## src/source/simf_isa_pkg.sv

```systemverilog
`default_nettype none

package simf_isa_pkg;

   // Control word fields
   localparam int FMT_MSB = 31;
   localparam int FMT_LSB = 24;
   localparam int OP_MSB  = 11;

   typedef enum logic [7:0] {
      FMT_VOP1  = 8'h01,
      FMT_VOP2  = 8'h02,
      FMT_VOPC  = 8'h04,
      FMT_VOP3A = 8'h08
   } fmt_e;

   // Non-compare opcodes kept in this lane
   typedef enum logic [11:0] {
      OP_CVT_U32 = 12'h006,  // V_CVT_F32_U32, VOP1
      OP_CVT_I32 = 12'h007,  // V_CVT_F32_I32, VOP1
      OP_MAX     = 12'h010   // V_MAX_F32, VOP2
   } opcode_e;

   // Compare predicate equals low opcode nibble
   typedef enum logic [3:0] {
      CMP_F   = 4'h0,
      CMP_LT  = 4'h1,
      CMP_EQ  = 4'h2,
      CMP_LE  = 4'h3,
      CMP_GT  = 4'h4,
      CMP_LG  = 4'h5,
      CMP_GE  = 4'h6,
      CMP_NGE = 4'h9,
      CMP_NLG = 4'hA,
      CMP_NGT = 4'hB,
      CMP_NLE = 4'hC,
      CMP_NEQ = 4'hD,
      CMP_NLT = 4'hE,
      CMP_TRU = 4'hF
   } cmp_pred_e;

endpackage

`default_nettype wire

```

## src/source/simf_lane_pkg.sv

```systemverilog
`default_nettype none

package simf_lane_pkg;

   localparam int DATA_W   = 32;
   localparam int EXP_BIAS = 127;  // Single precision bias
   localparam int MANT_W   = 23;
   localparam int CNT_W    = 5;    // Leading zero count, up to 31

   // Result source for one instruction
   typedef enum logic [1:0] {
      CLS_PASS = 2'd0,  // EXEC off or unknown opcode
      CLS_CMP  = 2'd1,
      CLS_MAX  = 2'd2,
      CLS_CVT  = 2'd3
   } op_class_e;

   typedef enum logic {
      ST_IDLE    = 1'b0,
      ST_CONVERT = 1'b1
   } ctrl_state_e;

endpackage

`default_nettype wire

```

## src/source/simf_alu_decode.sv

```systemverilog
`default_nettype none

module simf_alu_decode
  (
   input  wire [simf_isa_pkg::FMT_MSB:0] control_i,
   input  wire                           exec_i,
   output simf_lane_pkg::op_class_e      op_class_o,
   output simf_isa_pkg::cmp_pred_e       cmp_pred_o,
   output logic                          cvt_signed_o
   );

   logic [7:0]                      fmt;
   logic [simf_isa_pkg::OP_MSB:0]   opcode;
   logic                            is_cmp_op;
   logic                            is_cvt_op;

   assign fmt    = control_i[simf_isa_pkg::FMT_MSB:simf_isa_pkg::FMT_LSB];
   assign opcode = control_i[simf_isa_pkg::OP_MSB:0];

   // Compares live below 010h, codes 7 and 8 are holes
   assign is_cmp_op = (opcode[simf_isa_pkg::OP_MSB:4] == '0) &&
                      (opcode[3:0] != 4'h7) && (opcode[3:0] != 4'h8);

   assign is_cvt_op = (opcode == simf_isa_pkg::OP_CVT_U32) ||
                      (opcode == simf_isa_pkg::OP_CVT_I32);

   assign cvt_signed_o = (opcode == simf_isa_pkg::OP_CVT_I32);
   assign cmp_pred_o   = simf_isa_pkg::cmp_pred_e'(opcode[3:0]);

   always_comb
   begin
      op_class_o = simf_lane_pkg::CLS_PASS;  // Default path
      if (exec_i)
      begin
         case (fmt)
            simf_isa_pkg::FMT_VOPC,
            simf_isa_pkg::FMT_VOP3A:
            begin
               if (is_cmp_op)
                  op_class_o = simf_lane_pkg::CLS_CMP;
            end
            simf_isa_pkg::FMT_VOP2:
            begin
               if (opcode == simf_isa_pkg::OP_MAX)
                  op_class_o = simf_lane_pkg::CLS_MAX;
            end
            simf_isa_pkg::FMT_VOP1:
            begin
               if (is_cvt_op)
                  op_class_o = simf_lane_pkg::CLS_CVT;
            end
            default:
            begin
               op_class_o = simf_lane_pkg::CLS_PASS;
            end
         endcase
      end
   end

endmodule

`default_nettype wire

```

## src/source/simf_cmp_unit.sv

```systemverilog
`default_nettype none

module simf_cmp_unit
  (
   input  wire [simf_lane_pkg::DATA_W-1:0] src1_i,
   input  wire [simf_lane_pkg::DATA_W-1:0] src2_i,
   input  simf_isa_pkg::cmp_pred_e         cmp_pred_i,
   output logic                            cmp_result_o,
   output logic [simf_lane_pkg::DATA_W-1:0] max_data_o
   );

   logic lt;
   logic eq;

   // Raw bit patterns compared as unsigned
   assign lt = (src1_i < src2_i);
   assign eq = (src1_i == src2_i);

   always_comb
   begin
      case (cmp_pred_i)
         simf_isa_pkg::CMP_F:   cmp_result_o = 1'b0;
         simf_isa_pkg::CMP_LT:  cmp_result_o = lt;
         simf_isa_pkg::CMP_EQ:  cmp_result_o = eq;
         simf_isa_pkg::CMP_LE:  cmp_result_o = lt | eq;
         simf_isa_pkg::CMP_GT:  cmp_result_o = ~(lt | eq);
         simf_isa_pkg::CMP_LG:  cmp_result_o = ~eq;      // Not equal
         simf_isa_pkg::CMP_GE:  cmp_result_o = ~lt;
         simf_isa_pkg::CMP_NGE: cmp_result_o = lt;
         simf_isa_pkg::CMP_NLG: cmp_result_o = eq;       // Equal
         simf_isa_pkg::CMP_NGT: cmp_result_o = lt | eq;
         simf_isa_pkg::CMP_NLE: cmp_result_o = ~(lt | eq);
         simf_isa_pkg::CMP_NEQ: cmp_result_o = ~eq;
         simf_isa_pkg::CMP_NLT: cmp_result_o = ~lt;
         simf_isa_pkg::CMP_TRU: cmp_result_o = 1'b1;
         default:               cmp_result_o = 1'b0;     // Codes 7 and 8
      endcase
   end

   // Source 1 wins ties
   assign max_data_o = lt ? src2_i : src1_i;

endmodule

`default_nettype wire

```

## src/source/simf_int_to_float.sv

```systemverilog
`default_nettype none

module simf_int_to_float
  (
   input  wire                             clk,
   input  wire                             arst_n_i,
   input  wire                             start_i,
   input  wire                             signed_i,
   input  wire [simf_lane_pkg::DATA_W-1:0] src_i,
   output logic                            done_o,
   output logic [simf_lane_pkg::DATA_W-1:0] data_o
   );

   typedef enum logic [1:0] {
      CV_IDLE  = 2'd0,
      CV_SHIFT = 2'd1,
      CV_PACK  = 2'd2
   } cv_state_e;

   cv_state_e                          state;
   logic                               sign_q;
   logic [simf_lane_pkg::DATA_W-1:0]   mag_q;
   logic [simf_lane_pkg::CNT_W-1:0]    cnt_q;
   logic                               neg_in;
   logic [simf_lane_pkg::DATA_W-1:0]   mag_in;
   logic [simf_lane_pkg::DATA_W-simf_lane_pkg::MANT_W-2:0] exp_val;

   assign neg_in = signed_i & src_i[simf_lane_pkg::DATA_W-1];
   assign mag_in = neg_in ? (~src_i + 1'b1) : src_i;  // 80000000h stays as 2^31

   // Leading one sits at bit 31 - cnt
   assign exp_val = 8'(simf_lane_pkg::EXP_BIAS + simf_lane_pkg::DATA_W - 1) - {3'b000, cnt_q};

   always_ff @(posedge clk or negedge arst_n_i)
   begin
      if (!arst_n_i)
      begin
         state  <= CV_IDLE;
         done_o <= 1'b0;
      end
      else
      begin
         done_o <= 1'b0;
         case (state)
            CV_IDLE:
            begin
               if (start_i)
               begin
                  if (mag_in == '0)
                     done_o <= 1'b1;  // Zero needs no normalizing
                  else if (mag_in[simf_lane_pkg::DATA_W-1])
                     state <= CV_PACK;
                  else
                     state <= CV_SHIFT;
               end
            end
            CV_SHIFT:
            begin
               if (mag_q[simf_lane_pkg::DATA_W-2])
                  state <= CV_PACK;  // Top bit set after this shift
            end
            CV_PACK:
            begin
               state  <= CV_IDLE;
               done_o <= 1'b1;
            end
            default:
            begin
               state <= CV_IDLE;
            end
         endcase
      end
   end

   always_ff @(posedge clk)
   begin
      case (state)
         CV_IDLE:
         begin
            if (start_i)
            begin
               sign_q <= neg_in;
               mag_q  <= mag_in;
               cnt_q  <= '0;
               data_o <= '0;
            end
         end
         CV_SHIFT:
         begin
            mag_q <= mag_q << 1;
            cnt_q <= cnt_q + 1'b1;
         end
         CV_PACK:
         begin
            // Bits below the mantissa are dropped
            data_o <= {sign_q, exp_val,
                       mag_q[simf_lane_pkg::DATA_W-2 -: simf_lane_pkg::MANT_W]};
         end
         default:
         begin
            data_o <= data_o;
         end
      endcase
   end

endmodule

`default_nettype wire

```

## src/source/simf_lane_ctrl.sv

```systemverilog
`default_nettype none

module simf_lane_ctrl
  (
   input  wire                              clk,
   input  wire                              arst_n_i,
   input  wire                              start_i,
   input  simf_lane_pkg::op_class_e         op_class_i,
   input  wire                              vcc_i,
   input  wire                              cmp_result_i,
   input  wire [simf_lane_pkg::DATA_W-1:0]  max_data_i,
   input  wire                              cvt_done_i,
   input  wire [simf_lane_pkg::DATA_W-1:0]  cvt_data_i,
   output logic                             cvt_start_o,
   output logic                             busy_o,
   output logic                             done_o,
   output logic [simf_lane_pkg::DATA_W-1:0] vgpr_dest_data_o,
   output logic                             dest_vcc_o
   );

   simf_lane_pkg::ctrl_state_e state;
   logic                       vcc_q;  // VCC seen at start

   assign busy_o      = (state == simf_lane_pkg::ST_CONVERT);
   assign cvt_start_o = start_i && (state == simf_lane_pkg::ST_IDLE) &&
                        (op_class_i == simf_lane_pkg::CLS_CVT);

   always_ff @(posedge clk or negedge arst_n_i)
   begin
      if (!arst_n_i)
      begin
         state            <= simf_lane_pkg::ST_IDLE;
         done_o           <= 1'b0;
         vgpr_dest_data_o <= '0;
         dest_vcc_o       <= 1'b0;
         vcc_q            <= 1'b0;
      end
      else
      begin
         done_o <= 1'b0;
         case (state)
            simf_lane_pkg::ST_IDLE:
            begin
               if (start_i)
               begin
                  vcc_q <= vcc_i;
                  case (op_class_i)
                     simf_lane_pkg::CLS_CMP:
                     begin
                        vgpr_dest_data_o <= '0;
                        dest_vcc_o       <= cmp_result_i;
                        done_o           <= 1'b1;
                     end
                     simf_lane_pkg::CLS_MAX:
                     begin
                        vgpr_dest_data_o <= max_data_i;
                        dest_vcc_o       <= vcc_i;
                        done_o           <= 1'b1;
                     end
                     simf_lane_pkg::CLS_CVT:
                     begin
                        state <= simf_lane_pkg::ST_CONVERT;  // Wait for normalizer
                     end
                     default:
                     begin
                        vgpr_dest_data_o <= '0;  // Pass vcc through
                        dest_vcc_o       <= vcc_i;
                        done_o           <= 1'b1;
                     end
                  endcase
               end
            end
            simf_lane_pkg::ST_CONVERT:
            begin
               if (cvt_done_i)
               begin
                  vgpr_dest_data_o <= cvt_data_i;
                  dest_vcc_o       <= vcc_q;
                  done_o           <= 1'b1;
                  state            <= simf_lane_pkg::ST_IDLE;
               end
            end
            default:
            begin
               state <= simf_lane_pkg::ST_IDLE;
            end
         endcase
      end
   end

endmodule

`default_nettype wire

```

## src/source/simf_alu.sv

```systemverilog
`default_nettype none

module simf_alu
  (
   input  wire                              clk,
   input  wire                              arst_n_i,
   input  wire                              start_i,
   input  wire [simf_isa_pkg::FMT_MSB:0]    control_i,
   input  wire                              exec_i,
   input  wire                              vcc_i,
   input  wire [simf_lane_pkg::DATA_W-1:0]  src1_i,
   input  wire [simf_lane_pkg::DATA_W-1:0]  src2_i,
   output logic                             busy_o,
   output logic                             done_o,
   output logic [simf_lane_pkg::DATA_W-1:0] vgpr_dest_data_o,
   output logic                             dest_vcc_o
   );

   simf_lane_pkg::op_class_e         op_class;
   simf_isa_pkg::cmp_pred_e          cmp_pred;
   logic                             cvt_signed;
   logic                             cmp_result;
   logic [simf_lane_pkg::DATA_W-1:0] max_data;
   logic                             cvt_start;
   logic                             cvt_done;
   logic [simf_lane_pkg::DATA_W-1:0] cvt_data;

   simf_alu_decode decode_inst (
      .control_i    (control_i),
      .exec_i       (exec_i),
      .op_class_o   (op_class),
      .cmp_pred_o   (cmp_pred),
      .cvt_signed_o (cvt_signed)
   );

   simf_cmp_unit cmp_inst (
      .src1_i       (src1_i),
      .src2_i       (src2_i),
      .cmp_pred_i   (cmp_pred),
      .cmp_result_o (cmp_result),
      .max_data_o   (max_data)
   );

   // Replaces the external FPU for the two conversions
   simf_int_to_float cvt_inst (
      .clk      (clk),
      .arst_n_i (arst_n_i),
      .start_i  (cvt_start),
      .signed_i (cvt_signed),
      .src_i    (src1_i),
      .done_o   (cvt_done),
      .data_o   (cvt_data)
   );

   simf_lane_ctrl ctrl_inst (
      .clk              (clk),
      .arst_n_i         (arst_n_i),
      .start_i          (start_i),
      .op_class_i       (op_class),
      .vcc_i            (vcc_i),
      .cmp_result_i     (cmp_result),
      .max_data_i       (max_data),
      .cvt_done_i       (cvt_done),
      .cvt_data_i       (cvt_data),
      .cvt_start_o      (cvt_start),
      .busy_o           (busy_o),
      .done_o           (done_o),
      .vgpr_dest_data_o (vgpr_dest_data_o),
      .dest_vcc_o       (dest_vcc_o)
   );

endmodule

`default_nettype wire

```

## config.mk

```make
export PLATFORM = sky130hd
export DESIGN_NAME = simf_alu
export DESIGN_NICKNAME = d
export VERILOG_FILES = /design/src/source/simf_isa_pkg.sv /design/src/source/simf_lane_pkg.sv /design/src/source/simf_alu_decode.sv /design/src/source/simf_cmp_unit.sv /design/src/source/simf_int_to_float.sv /design/src/source/simf_lane_ctrl.sv /design/src/source/simf_alu.sv
export SDC_FILE = /design/constraint.sdc
export NUM_CORES = 1
export LEC_CHECK = 0
export BUFFER_PORTS_ARGS = -buffer_cell sky130_fd_sc_hd__buf_2
export CORE_MARGIN = 1
export CORE_UTILIZATION = 40
export DETAILED_ROUTE_END_ITERATION = 7
export GPL_TIMING_DRIVEN = 1
export SLEW_MARGIN = 20
export SYNTH_ARGS = -nofsm -noshare
export SYNTH_HDL_FRONTEND = slang
export SYNTH_SLANG_ARGS = --single-unit
```

## constraint.sdc

```tcl
create_clock -name clk -period 9.9 [get_ports clk]
set_clock_uncertainty 0.1 [all_clocks]
set_input_delay 1.485 -clock clk [delete_from_list [all_inputs] [get_ports clk]]
set_output_delay 1.485 -clock clk [all_outputs]
set_load 0.01 [all_outputs]
```

# Word level (Yosys, flattened, before mapping)
# Cells that the tools add are included.
totals:
  register_bits: 108
  inputBits: 101
  out_inout_bits: 35
  elab_cells: 117
classes:
  add_sub_neg: 3
  order_cmp: 1
  eq_ne: 34
  n_mux: 38
  bitwise: 7
  n_reduce_logical: 23
ops:
  columns: ["cell", "n"]
  rows:
  - ["$pmux W32 S2", 3]
  - ["$mux W32", 5]
  - ["$pmux W31 S2", 1]
  - ["$add A32 B1 Y32 const B", 1]
  - ["$eq A32 B32 Y1", 1]
  - ["$logic_not A32 Y1", 1]
  - ["$lt A32 B32 Y1", 1]
  - ["$not A32 Y32", 1]
  - ["$mux W31", 1]
  - ["$eq A4 B4 Y1 const B", 7]
  - ["$eq A12 B3 Y1 const B", 2]
  - ["$mux W2", 7]
  - ["$reduce_or A2 Y1", 7]
  - ["$eq A12 B5 Y1 const B", 1]
  - ["$eq A4 B3 Y1 const B", 3]
  - ["$mux W1", 11]
  - ["$pmux W1 S2", 5]
  - ["$pmux W5 S2", 1]
  - ["$eq A4 B2 Y1 const B", 2]
  - ["$eq A8 B1 Y1 const B", 1]
  - ["$eq A8 B2 Y1 const B", 1]
  - ["$eq A8 B3 Y1 const B", 1]
  - ["$eq A8 B4 Y1 const B", 1]
  - ["$logic_not A8 Y1", 1]
  - ["other kinds (22)", 40]

# Depth between registers and ports, before layout
# Gate-level depths: netlist (run 1).
logic_depth:
  depth_word: 10
  depth_mapped: 11
  ltp_nobuf: 10

# Modules after synthesis
# Synthesis (run 1) repeated with hierarchy kept, for this count alone.
hier_totals:
  hier_cells: 718
  area_unflattened_um2: 7405.9
by_module_without_submodules:
  columns: ["module", "instances", "cells_each", "area_per_inst_um2", "seq_area_each_um2"]
  rows:
  - ["simf_int_to_float", 1, 403, 4058.9, 2147.1]
  - ["simf_lane_ctrl", 1, 127, 1734.2, 900.9]
  - ["simf_cmp_unit", 1, 159, 1400.1, 0.0]
  - ["simf_alu_decode", 1, 29, 212.7, 0.0]

# Worst setup path after synthesis (run 1)
# OpenSTA, ideal clock, no wires.
synth_timing:
  path_kind: "in2reg"
  start: "in control_i[5] (netlist name)"
  end: "reg cvt_inst.cnt_q[0] (netlist name), enable pin"
  setup_ps: 441
  t_arrival_ps: 4619
  t_required_ps: 9359
  path_slack_ps: 4740
  path_stages: 5
  path_buffers: 0
  path_cell_list: "or4_4 -> or2_2 -> nor4_1 -> nand2_1 -> a21oi_1"
synth_via:
  elab_chain_cells: 10
  word_cells_on_any_way: 16
  cone_classes: "eq/ne (5); mux (5); reduce/logical (6)"
synth_rtl:
  columns: ["element", "line_no", "source"]
  rows:
  - ["from (decl)", "simf_alu.sv:8", "input wire [simf_isa_pkg::FMT_MSB:0] control_i,"]
  - ["$logic_not A8 Y1", "simf_alu_decode.sv:21", "assign is_cmp_op = (opcode[simf_isa_pkg::OP_MSB:4] == '0) &&"]
  - ["$logic_and A1 B1 Y1", "simf_alu_decode.sv:21", null]
  - ["$logic_and A1 B1 Y1", "simf_alu_decode.sv:22", "(opcode[3:0] != 4'h7) && (opcode[3:0] != 4'h8);"]
  - ["$mux W1", "simf_alu_decode.sv:39", "if (is_cmp_op)"]
  - ["$pmux W2 S3 *", "simf_alu_decode.sv:35", "case (fmt)"]
  - ["$mux W2 *", "simf_alu_decode.sv:33", "if (exec_i)"]
  - ["$eq A2 B2 Y1 *", "simf_lane_ctrl.sv:26", "(op_class_i == simf_lane_pkg::CLS_CVT);"]
  - ["$logic_and A1 B1 Y1 *", "simf_lane_ctrl.sv:25", "assign cvt_start_o = start_i && (state == simf_lane_pkg::ST_IDLE) &&"]
  - ["$ne A2 B1 Y1 (no line) *", null, null]
  - ["$reduce_and A2 Y1 (no line) *", null, null]
  - ["to (signal assigned)", "simf_int_to_float.sv:91", "cnt_q <= cnt_q + 1'b1;"]
  - ["to (decl)", "simf_int_to_float.sv:23", "logic [simf_lane_pkg::CNT_W-1:0] cnt_q;"]
# Every way passes the cells marked *; elsewhere a longest branch is shown, timed or not.
# A chain may end at the register's enable or synchronous reset.

# Final worst setup path (run 1)
layout_timing:
  start: "in src1_i[14] (netlist name)"
  end: "reg ctrl_inst.dest_vcc_o"
layout_via:
  elab_chain_cells: 7
  word_cells_on_any_way: 10
  cone_classes: "order compare (1); eq/ne (1); mux (4); bitwise (4)"
layout_rtl:
  columns: ["element", "line_no", "source"]
  rows:
  - ["from (decl)", "simf_alu.sv:11", "input wire [simf_lane_pkg::DATA_W-1:0] src1_i,"]
  - ["$lt A32 B32 Y1 / $eq A32 B32 Y1 (equally long branches)", "simf_cmp_unit.sv:16, simf_cmp_unit.sv:17", null]
  - ["$or A1 B1 Y1", null, null]
  - ["$not A1 Y1", "simf_cmp_unit.sv:26, simf_cmp_unit.sv:32", null]
  - ["$pmux W1 S7 *", "simf_cmp_unit.sv:21", "case (cmp_pred_i)"]
  - ["$pmux W1 S2 *", "simf_lane_ctrl.sv:47", "case (op_class_i)"]
  - ["$mux W1 *", "simf_lane_ctrl.sv:44", "if (start_i)"]
  - ["$pmux W1 S2 *", "simf_lane_ctrl.sv:41", "case (state)"]
  - ["to (signal assigned)", "simf_lane_ctrl.sv:51", "dest_vcc_o <= cmp_result_i;"]
  - ["to (signal assigned)", "simf_lane_ctrl.sv:57", "dest_vcc_o <= vcc_i;"]
  - ["to (signal assigned)", "simf_lane_ctrl.sv:67", "dest_vcc_o <= vcc_i;"]
  - ["to (decl)", "simf_lane_ctrl.sv:18", "output logic dest_vcc_o"]
# Every way passes the cells marked *; elsewhere a longest branch is shown, timed or not. The select of a mux whose other input is x is not followed.

==> impl_metrics.tcl, run 1 <==
set metrics [dict create \
    post-route-period-util_pct 42.7 \
    wire_per_inst_um 18.1 \
    path_buf_inv 2 \
    required_ns 10.04 \
    setup_viol 0 \
    cts_hold_buffers 0 \
    wl_met2_um 9300 \
    synth_edf_count 69 \
    cts_resized 0 \
    yosysSeqAreaShare_pct 42.8 \
    ys.flop_type "edfxtp_1" \
    synthArstFlopShare_pct 36.1 \
    clock_sinks 108 \
    ys_ff_latch 108 \
    grt_setup_unrepaired "no" \
    ys_types 61 \
    numCtsBuffers 9 \
    clkLatencyLatePin_ns 0.36 \
    area_delta_synth_final_pct 14.9 \
    cts_setup_buffers 0 \
    path_clk_slew_ns 0.08 \
    worst_pin_slew_ns 0.880 \
    hold_viol_final 0 \
    dr.max_layer_used "met4" \
    die_w_um 135 \
    yosys-top-cells-area "edfxtp_1, dfrtp_1, ha_1" \
    cp-end-kind "flip-flop" \
    slowest_delay_ns 0.75 \
    worstHoldPathType "flip-flop to flip-flop" \
    gp_congestion 0.884 \
    crit_fanout 22 \
    slowest_stage "nor4_1" \
    drive_gt1_share_pct 19.9 \
    antenna_found_initial 0 \
    drv_slew 0 \
    firstDrtPassIters 6 \
    port-buffer-count 123 \
    maxCapViolCount 0 \
    wl_met1_um 9140 \
    grt_pass1_vias 6041 \
    hold_ws_ns 0.393 \
    drtIter0Drc 413 \
    cts_tree "yes" \
    rows 48 \
    ir_worst_vdd_v 0.000114 \
    p_per_area_nw_per_um2 117 \
    hpwl_um 14400 \
    crit_chain "buf_2 -> ha_1 -> nand4_1 -> nor4_1 -> o21ai_0 -> o211ai_1 -> a211oi_4 -> buf_4 -> a211oi_1 -> o21ai_1" \
    final.min_clock_period_ns 4.23 \
    die_area_um2 18300 \
    drc_errors 0 \
    max-slew-margin-rel_pct 40.8 \
    clockRootBuffer "clkbuf_16" \
    path_delay_family "compound AO/OA/AOI/OAI gates" \
    ys_warn_count 0 \
    synth_cells 770 \
    arrival_ns 4.37 \
    grt_overflow 0 \
    whs_path_depth 2 \
    io_pins 136 \
    clk_path_buf_depth 2 \
    nets 1000 \
    grt_max_degree 40 \
    critPathLaunchType "input pin" \
    routed-wl-met3_um 1050 \
    vias 6142 \
    start_util_pct 41.0 \
    tns_ns 0 \
    via_per_inst 5.61 \
    coreArea_um2 17400 \
    nFillCells 1683 \
    netlist_area_um2 7120 \
    crit_type "input pin to flip-flop" \
    insertedDiodeCount 0 \
    grt_usage_pct 22.8 \
    power.leakage_nw 3.71 \
    synth_top_area_cell "edfxtp_1" \
    worst_r2r_path_depth 6 \
    grt_pass1_wl_um 32000 \
    dieHeight_um 135 \
    status "completed" \
    synth_nets 906 \
    routed_wl_um 19800 \
    clock.fmax_mhz 237 \
    cp_num_cells 10 \
    synth_top_area_share_pct 29.1 \
    synth.avg_cell_area_um2 9.25 \
    htree_levels 3 \
    ant_nets 0 \
]
-- worst register-to-register path, delay by kind of cell (launching register included) --
| kind | cells | cell delay [ns] |
|---|---|---|
| compound gates | 1 | 0.20 |
| simple gates | 3 | 0.73 |
| flops | 1 | 0.65 |
| buf+inv | 2 | 0.67 |
-- layout by cell type, fill, tap and decap left out, drive strengths merged, types with 11 or more instances in the layout --
cell type | synthesis | final
buf | 13 | 133
o21ai | 75 | 75
edfxtp | 69 | 69
nand2 | 64 | 64
a21oi | 63 | 63
and3 | 62 | 62
inv | 45 | 49
nor2 | 44 | 44
dfrtp | 39 | 39
ha | 35 | 35
mux2i | 29 | 29
nor3 | 27 | 27
xor2 | 19 | 19
xnor2 | 17 | 17
nand4 | 12 | 12
a31oi | 11 | 11
or4 | 11 | 11
nor4 | 11 | 11
-- Yosys cell counts (all sizes together), types with 4 or more instances --
master	instances
o21ai	75
buf	13
nor3	27
ha	35
a31oi	11
clkbuf	37
mux2	4
nand2b	5
xnor2	17
xor2	19
edfxtp	69
nand2	64
dfrtp	39
or3	9
a21o	10
nor4	11
and3	62
a21oi	63
or4	11
nor2b	5
nand3	8
a211oi	9
nor2	44
inv	45
mux2i	29
o31ai	5
nand4	12
-- where the power goes --
part / switching [mW] / leakage (nW) / internal, mW
combinational: 0.0781 / 2.34 / 0.0523
clock: 0.175 / 0.138 / 0.174
sequential: 0.000359 / 1.22 / 0.478
total: 0.253 / 3.71 / 0.705
-- through the flow --
stage               area [µm²]  worst slack, ns  util [%]  power (mW)  std cells
floorplan                 7120             4.74         -       0.564        770
global placement          7910             5.35      45.5       0.617       1078
detailed placement        7910             5.32      45.5       0.619       1078
CTS                       8180             5.70      47.1       0.966       1094
global route              8190             5.42      47.2       0.998       1094
finish                    8190             5.67      47.2       0.958       1094
-- kinds of logic (layout without fill, tap and decap cells) --
kind of cell,count (synthesis),count (layout),synth area share [%]
AOI/OAI and AO/OA,189,189,15.3
xor gates and xnor gates,36,36,4.43
adders and majority gates,35,35,6.15
buffers and inverters,96,195,5.59
DFF,108,108,42.8
muxes,33,33,4.71
and+or+nand+nor,273,273,21.0
-- routing by layer --
layer  vias to the layer above  global-route usage, %
li1                       2993                      -
met1                      2959                   30.3
met2                       165                   37.6
met3                        25                   4.68
met4                         0                   6.05
met5                         -                      0
-- worst paths after layout --
| check | from | to | slack (ns) |
|---|---|---|---|
| max | src1_i[14] | ctrl_inst.dest_vcc_o | 5.67 |
| min | ctrl_inst.vgpr_dest_data_o[27] | ctrl_inst.vgpr_dest_data_o[27] | 0.39 |
| max reg2reg | ctrl_inst.busy_o | cvt_inst.mag_q[17] | 7.18 |
| min reg2reg | ctrl_inst.vgpr_dest_data_o[27] | ctrl_inst.vgpr_dest_data_o[27] | 0.39 |
| max in group asynchronous | arst_n_i | ctrl_inst.busy_o | 8.28 |
| min in group asynchronous | arst_n_i | ctrl_inst.done_o | 1.01 |
-- final cells by class --
class | count | area [µm²] | area share [%]
multi-input combinational | 566 | 3710 | 45.3
sequential | 108 | 3050 | 37.3
timing repair buffer | 133 | 693 | 8.47
tap | 225 | 282 | 3.44
clock buffer | 10 | 229 | 2.80
inverter | 46 | 178 | 2.17
clock inverter | 6 | 47.5 | 0.581
-- state kept, by name, summed over array words and instances, names as in the netlist --
name and count:
ctrl_inst.busy_o 1, cvt_inst.data_o 32, ctrl_inst.vcc_q 1, cvt_inst.mag_q 31, cvt_inst.state 2, cvt_inst.cnt_q 5
ctrl_inst.dest_vcc_o 1, cvt_inst.sign_q 1, ctrl_inst.vgpr_dest_data_o 32, cvt_inst.done_o 1, ctrl_inst.done_o 1
No activity file was read; power rests on OpenSTA's default activity.
==> inputs of run 2 (changes only) <==
ABC_AREA = 1   (was not set)
clock period = 3.9 ns   (was 9.9 ns; I/O delays follow)
==> impl_metrics.tcl, run 2 <==
set metrics [dict create \
    status "completed" \
    hpwl_um 16200 \
    netlist_area_um2 7370 \
    nFillCells 1876 \
    routed_wl_um 21500 \
    multiInputGateArea_um2 3530 \
    synth_nets 1173 \
    worst_r2r_path_depth 5 \
    rows 49 \
    nets 1287 \
    drv_slew 0 \
    ir_worst_vdd_v 0.000201 \
    synth_top_area_cell "edfxtp_1" \
    grt_pass1_vias 6259 \
    worstSetupStartpoint "src1_i[13]" \
    finalNonFillerCells 1385 \
    synth_edf_count 69 \
    layout_commonest_cell "nand2_1" \
    synth_compound_area_share_pct 10.5 \
    post_synth_xor_area_fraction_pct 1.19 \
    p_per_area_nw_per_um2 306 \
    placed_cells 1369 \
    max-slew-margin-rel_pct 48.9 \
    grt_usage_pct 23.4 \
    gp_congestion 0.913 \
    hold_ws_ns 0.111 \
    p_switching_mw 0.736 \
    grt_pass1_wl_um 32900 \
    mostFrequentLayoutCells "nand2_1, nor2_1, inv_1" \
    ys_warn_count 0 \
    critPathLaunchType "input pin" \
    grt_overflow 0 \
    synth.avg_cell_area_um2 7.11 \
    area_delta_synth_final_pct 16.1 \
    synthArstFlopShare_pct 36.1 \
    setup_viol 0 \
    firstDrtPassIters 5 \
    grt_setup_unrepaired "no" \
    top_regs "ctrl_inst.vgpr_dest_data_o (32), cvt_inst.data_o (32), cvt_inst.mag_q (31)" \
    port-buffer-count 123 \
    hold_viol_final 0 \
    seqPwrFrac_pct 47.6 \
    coreArea_um2 18000 \
    synthAdderAreaFrac_pct 5.94 \
    synth_cells 1037 \
    clkLatencyLatePin_ns 0.36 \
    arrival_ns 2.90 \
    post-route-period-util_pct 70.5 \
    dieHeight_um 138 \
    cts_resized 0 \
    clk_path_buf_depth 2 \
    worstSetupEndpoint "ctrl_inst.vgpr_dest_data_o[3]" \
    clkPwrFrac_pct 37.2 \
    path_clk_slew_ns 0.08 \
    htree_levels 3 \
    ant_nets 0 \
    insertedDiodeCount 0 \
    timing.final.ws_setup_ns 1.15 \
    muxShareOfSynthArea_pct 0.136 \
    required_ns 4.05 \
    yosys-top-cells-area "edfxtp_1, nand2_1, dfrtp_1" \
    rr_startpoint "cvt_inst.state[1]" \
    wire_per_inst_um 15.5 \
    tns_ns 0 \
    start_util_pct 40.9 \
    power.leakage_nw 4.55 \
    design_area_um2 8550 \
    swShare_pct 28.1 \
    ys_ff_latch 108 \
    design_power_total_mw 2.62 \
    ys_types 37 \
    seq_area_um2 3050 \
    pre_cts_ws_ns 0.800 \
    post-route-util_pct 47.5 \
    synthSimpleGateAreaFrac_pct 30.1 \
    final.min_clock_period_ns 2.75 \
    grt_max_degree 48 \
    cts_hold_buffers 0 \
    drc_errors 0 \
    clock_sinks 108 \
    crit_fanout 47 \
    postPlaceCellArea_um2 8240 \
    synth_top_family_by_area "simple AND/OR/NAND/NOR gates" \
    vias 7000 \
    rrSetupSlack_ns 1.80 \
    io_pins 136 \
    clockRootBuffer "clkbuf_16" \
    p_int_mw 1.89 \
    die_area_um2 19000 \
    antenna_found_initial 2 \
    cts_tree "yes" \
    cts_setup_buffers 0 \
    ys.flop_type "edfxtp_1" \
    synthMostInstantiatedCell "nand2_1" \
    worstHoldPathType "input pin to asynchronous set/reset pin" \
    clock.fmax_mhz 364 \
    drive_gt1_share_pct 14.4 \
    worst_pin_slew_ns 0.759 \
    combPwrFrac_pct 15.1 \
    crit_type "input pin to flip-flop" \
    die_w_um 138 \
    synth_top_area_share_pct 28.1 \
    numCtsBuffers 9 \
    cp-end-kind "flip-flop" \
    drtIter0Drc 543 \
    synthTopCellsByCount "nand2_1, nor2_1, inv_1" \
    reg2reg_to "cvt_inst.mag_q[19]" \
    via_per_inst 5.05 \
    maxCapViolCount 0 \
    yosysSeqAreaShare_pct 41.4 \
]
-- run 2: cells by family (layout without fill, tap and decap cells) --
group,Yosys count,after routing
and+or+nand+nor,546,546
buffers and inverters,204,323
AOI/OAI and AO/OA,133,133
DFF,108,108
adders and majority gates,35,35
xor gates and xnor gates,10,10
muxes,1,1
-- run 2: power by group through the flow --
stage	clock network (mW)	logic, mW	registers, mW
6_report	0.976	0.397	1.25
5_1_grt	1.03	0.448	1.25
4_1_cts	0.987	0.395	1.25
3_5_place_dp	0	0.392	1.27
3_3_place_gp	0	0.390	1.27
2_1_floorplan	0	0.207	1.29
-- run 2: worst max-delay path, stage by stage --
cell and delay (ns):
buf_2 0.15, ha_1 0.32, nand4_1 0.14, nor4_1 0.60, nand2_1 0.16, nand2_1 0.14, nand2_1 0.10, nand2_2 0.12
buf_12 0.23, nand2_1 0.08, o211ai_1 0.14, a21oi_1 0.11
-- run 2: layout make-up --
cell class	count	share of cell area, %
clock buffer	9	2.63
clock inverter	7	0.980
inverter	171	7.52
multi-input combinational	725	41.2
sequential	108	35.6
tap	229	3.35
timing repair buffer	136	8.66
-- run 2: per-layer routing --
layer	global-route usage [%]	up-vias	part of all wire [%]
met2	37.1	213	45
li1	-	3542	-
met3	3.35	35	5.9
met4	6.94	2	1.9
met5	0	-	0.060
met1	32.8	3208	48
-- run 2: how the worst min path moves through the flow --
stage | endpoint | slack, ns | from
global placement | ctrl_inst.busy_o | 0.34 | cvt_inst.done_o
global route | ctrl_inst.vgpr_dest_data_o[2] | 0.15 | arst_n_i
CTS | ctrl_inst.vcc_q | 0.32 | vcc_i
floorplan | ctrl_inst.busy_o | 0.19 | arst_n_i
detailed placement | ctrl_inst.busy_o | 0.35 | cvt_inst.done_o
finish | ctrl_inst.vgpr_dest_data_o[6] | 0.11 | arst_n_i
==> inputs of run 3 (changes only) <==
ABC_AREA = 0   (was 1)
clock period = 2.8 ns   (was 3.9 ns; I/O delays follow)
==> impl_metrics.tcl, run 3 (synthesis gave the netlist of run 1 again) <==
set metrics [dict create \
    status "completed" \
    ant_nets 0 \
    clock.fmax_mhz 371 \
    io_pins 136 \
    layout_commonest_cell "buf_2" \
    nets 1114 \
    path_clk_slew_ns 0.07 \
    required_ns 2.93 \
    start_util_pct 41.0 \
    drc_errors 0 \
    gp_congestion 0.934 \
    mostFrequentLayoutCells "buf_2, buf_4, edfxtp_1" \
    grt_pass1_wl_um 33500 \
    numCtsBuffers 9 \
    grt_usage_pct 24.1 \
    gr-usage-met3_pct 2.73 \
    coreArea_um2 17400 \
    finalNonFillerCells 1207 \
    grt_busiest_layer "met2" \
    htree_levels 3 \
    clock_sinks 108 \
    slowest_delay_ns 0.36 \
    top_regs "ctrl_inst.vgpr_dest_data_o (32), cvt_inst.data_o (32), cvt_inst.mag_q (31)" \
    design_power_total_mw 3.54 \
    via_per_inst 5.39 \
    arrival_ns 2.83 \
    grt_setup_unrepaired "no" \
    drive_gt1_share_pct 29.3 \
    pre_cts_ws_ns -0.259 \
    timing.final.ws_setup_ns 0.104 \
    grt_pass1_vias 6176 \
    cts_setup_buffers 0 \
    power.leakage_nw 4.30 \
    crit_fanout 22 \
    worstHoldPathType "input pin to flip-flop" \
    post-route-period-util_pct 96.3 \
    final.min_clock_period_ns 2.70 \
    firstDrtPassIters 8 \
    crit_type "input pin to flip-flop" \
    drtIter0Drc 403 \
    crit_chain "buf_2 -> ha_1 -> a21o_1 -> a21o_1 -> a221oi_1 -> buf_4 -> o211ai_1 -> a211oi_4 -> buf_12 -> mux2i_1 -> o21ai_1" \
    grtUsageMet2_pct 39.7 \
    vias 6505 \
    hpwl_um 16300 \
    worst_pin_slew_ns 0.516 \
    area_delta_synth_final_pct 29.0 \
    hold_viol_final 0 \
    ir_worst_vdd_v 0.000273 \
    cp-end-kind "flip-flop" \
    antenna_found_initial 0 \
    slowest_stage "a211oi_4" \
    post-route-util_pct 52.9 \
    rows 48 \
    drv_slew 0 \
    clockRootBuffer "clkbuf_16" \
    port-buffer-count 123 \
    routed_wl_um 21000 \
    die_w_um 135 \
    wire_per_inst_um 17.4 \
    grt_overflow 0 \
    grt_max_degree 37 \
    die_area_um2 18300 \
    grt_use_met1_pct 33.4 \
    placed_cells 1191 \
    p_per_area_nw_per_um2 385 \
    max-slew-margin-rel_pct 65.6 \
    cts_tree "yes" \
    clk_path_buf_depth 2 \
    dieHeight_um 135 \
    setup_viol 0 \
    critPathLaunchType "input pin" \
    maxCapViolCount 0 \
    cpMostUsedCell "a21o_1" \
    clkLatencyLatePin_ns 0.35 \
    insertedDiodeCount 0 \
]
## run 3: changes by cell type in the layout (fill, tap and decap cells not counted), moves of 10 or more
cell	change
nand3_1	-40
nand2_1	-205
nor3_1	+20
o21ai_1	+30
o21ai_0	+10
a21o_1	+10
and3_1	+62
buf_4	+104
mux2i_1	+28
nor2_1	-153
inv_1	-123
o211ai_1	-34
xnor2_1	+17
## run 3: through the flow
stage	setup TNS, ns	instance area (µm²)	hold slack (ns)
finish	0	9190	0.232
global route	0	9190	0.221
CTS	0	9180	0.219
detailed placement	-6.60	8880	0.320
global placement	-4.87	8880	0.326
floorplan	0	7180	0.0244
## run 3: worst max-delay path: cells and delay by family
kind	cells	cell delay, ns
buf+inv	3	0.53
mux	1	0.28
fa+ha+maj	1	0.30
compound gates	6	1.28
## run 3: repair_timing
item | CTS | global route
hold buffers | 1 | 0
gates resized for setup | 0 | 1
endpoints found under the hold margin | 18 | 0
setup endpoints to repair | 0 | 4
## run 3: layer usage
layer | vias to the layer above | share of wire [%]
met3 | 18 | 3.9
li1 | 3230 | -
met2 | 162 | 47
met1 | 3095 | 47
met4 | 0 | 1.3
met5 | - | 0
## run 3: final timing paths
path                                                 from                              to  slack (ns)  cells after the start
min in group asynchronous                        arst_n_i                ctrl_inst.done_o        0.47                      2
hold / removal                                      vcc_i                 ctrl_inst.vcc_q        0.23                      2
hold reg to reg            ctrl_inst.vgpr_dest_data_o[27]  ctrl_inst.vgpr_dest_data_o[27]        0.39                      2
max in group asynchronous                        arst_n_i   ctrl_inst.vgpr_dest_data_o[8]        1.44                      3
setup / recovery                                src1_i[9]  ctrl_inst.vgpr_dest_data_o[10]        0.10                     11
setup reg to reg                         ctrl_inst.busy_o              cvt_inst.mag_q[12]        0.80                      6
## run 3: final cells by class
cell class                 instances  area [µm²]
clock buffer                      11         243
timing repair buffer             247        1640
tap                              225         282
inverter                          46         178
fill                            1612        8170
clock inverter                     4        50.0
multi-input combinational        566        3750
sequential                       108        3050
## run 3: power breakdown
part           internal (mW)  leakage (nW)  switching (mW)
Combinational          0.262          2.93           0.299
Sequential              1.69          1.23         0.00140
Clock                  0.713         0.138           0.575
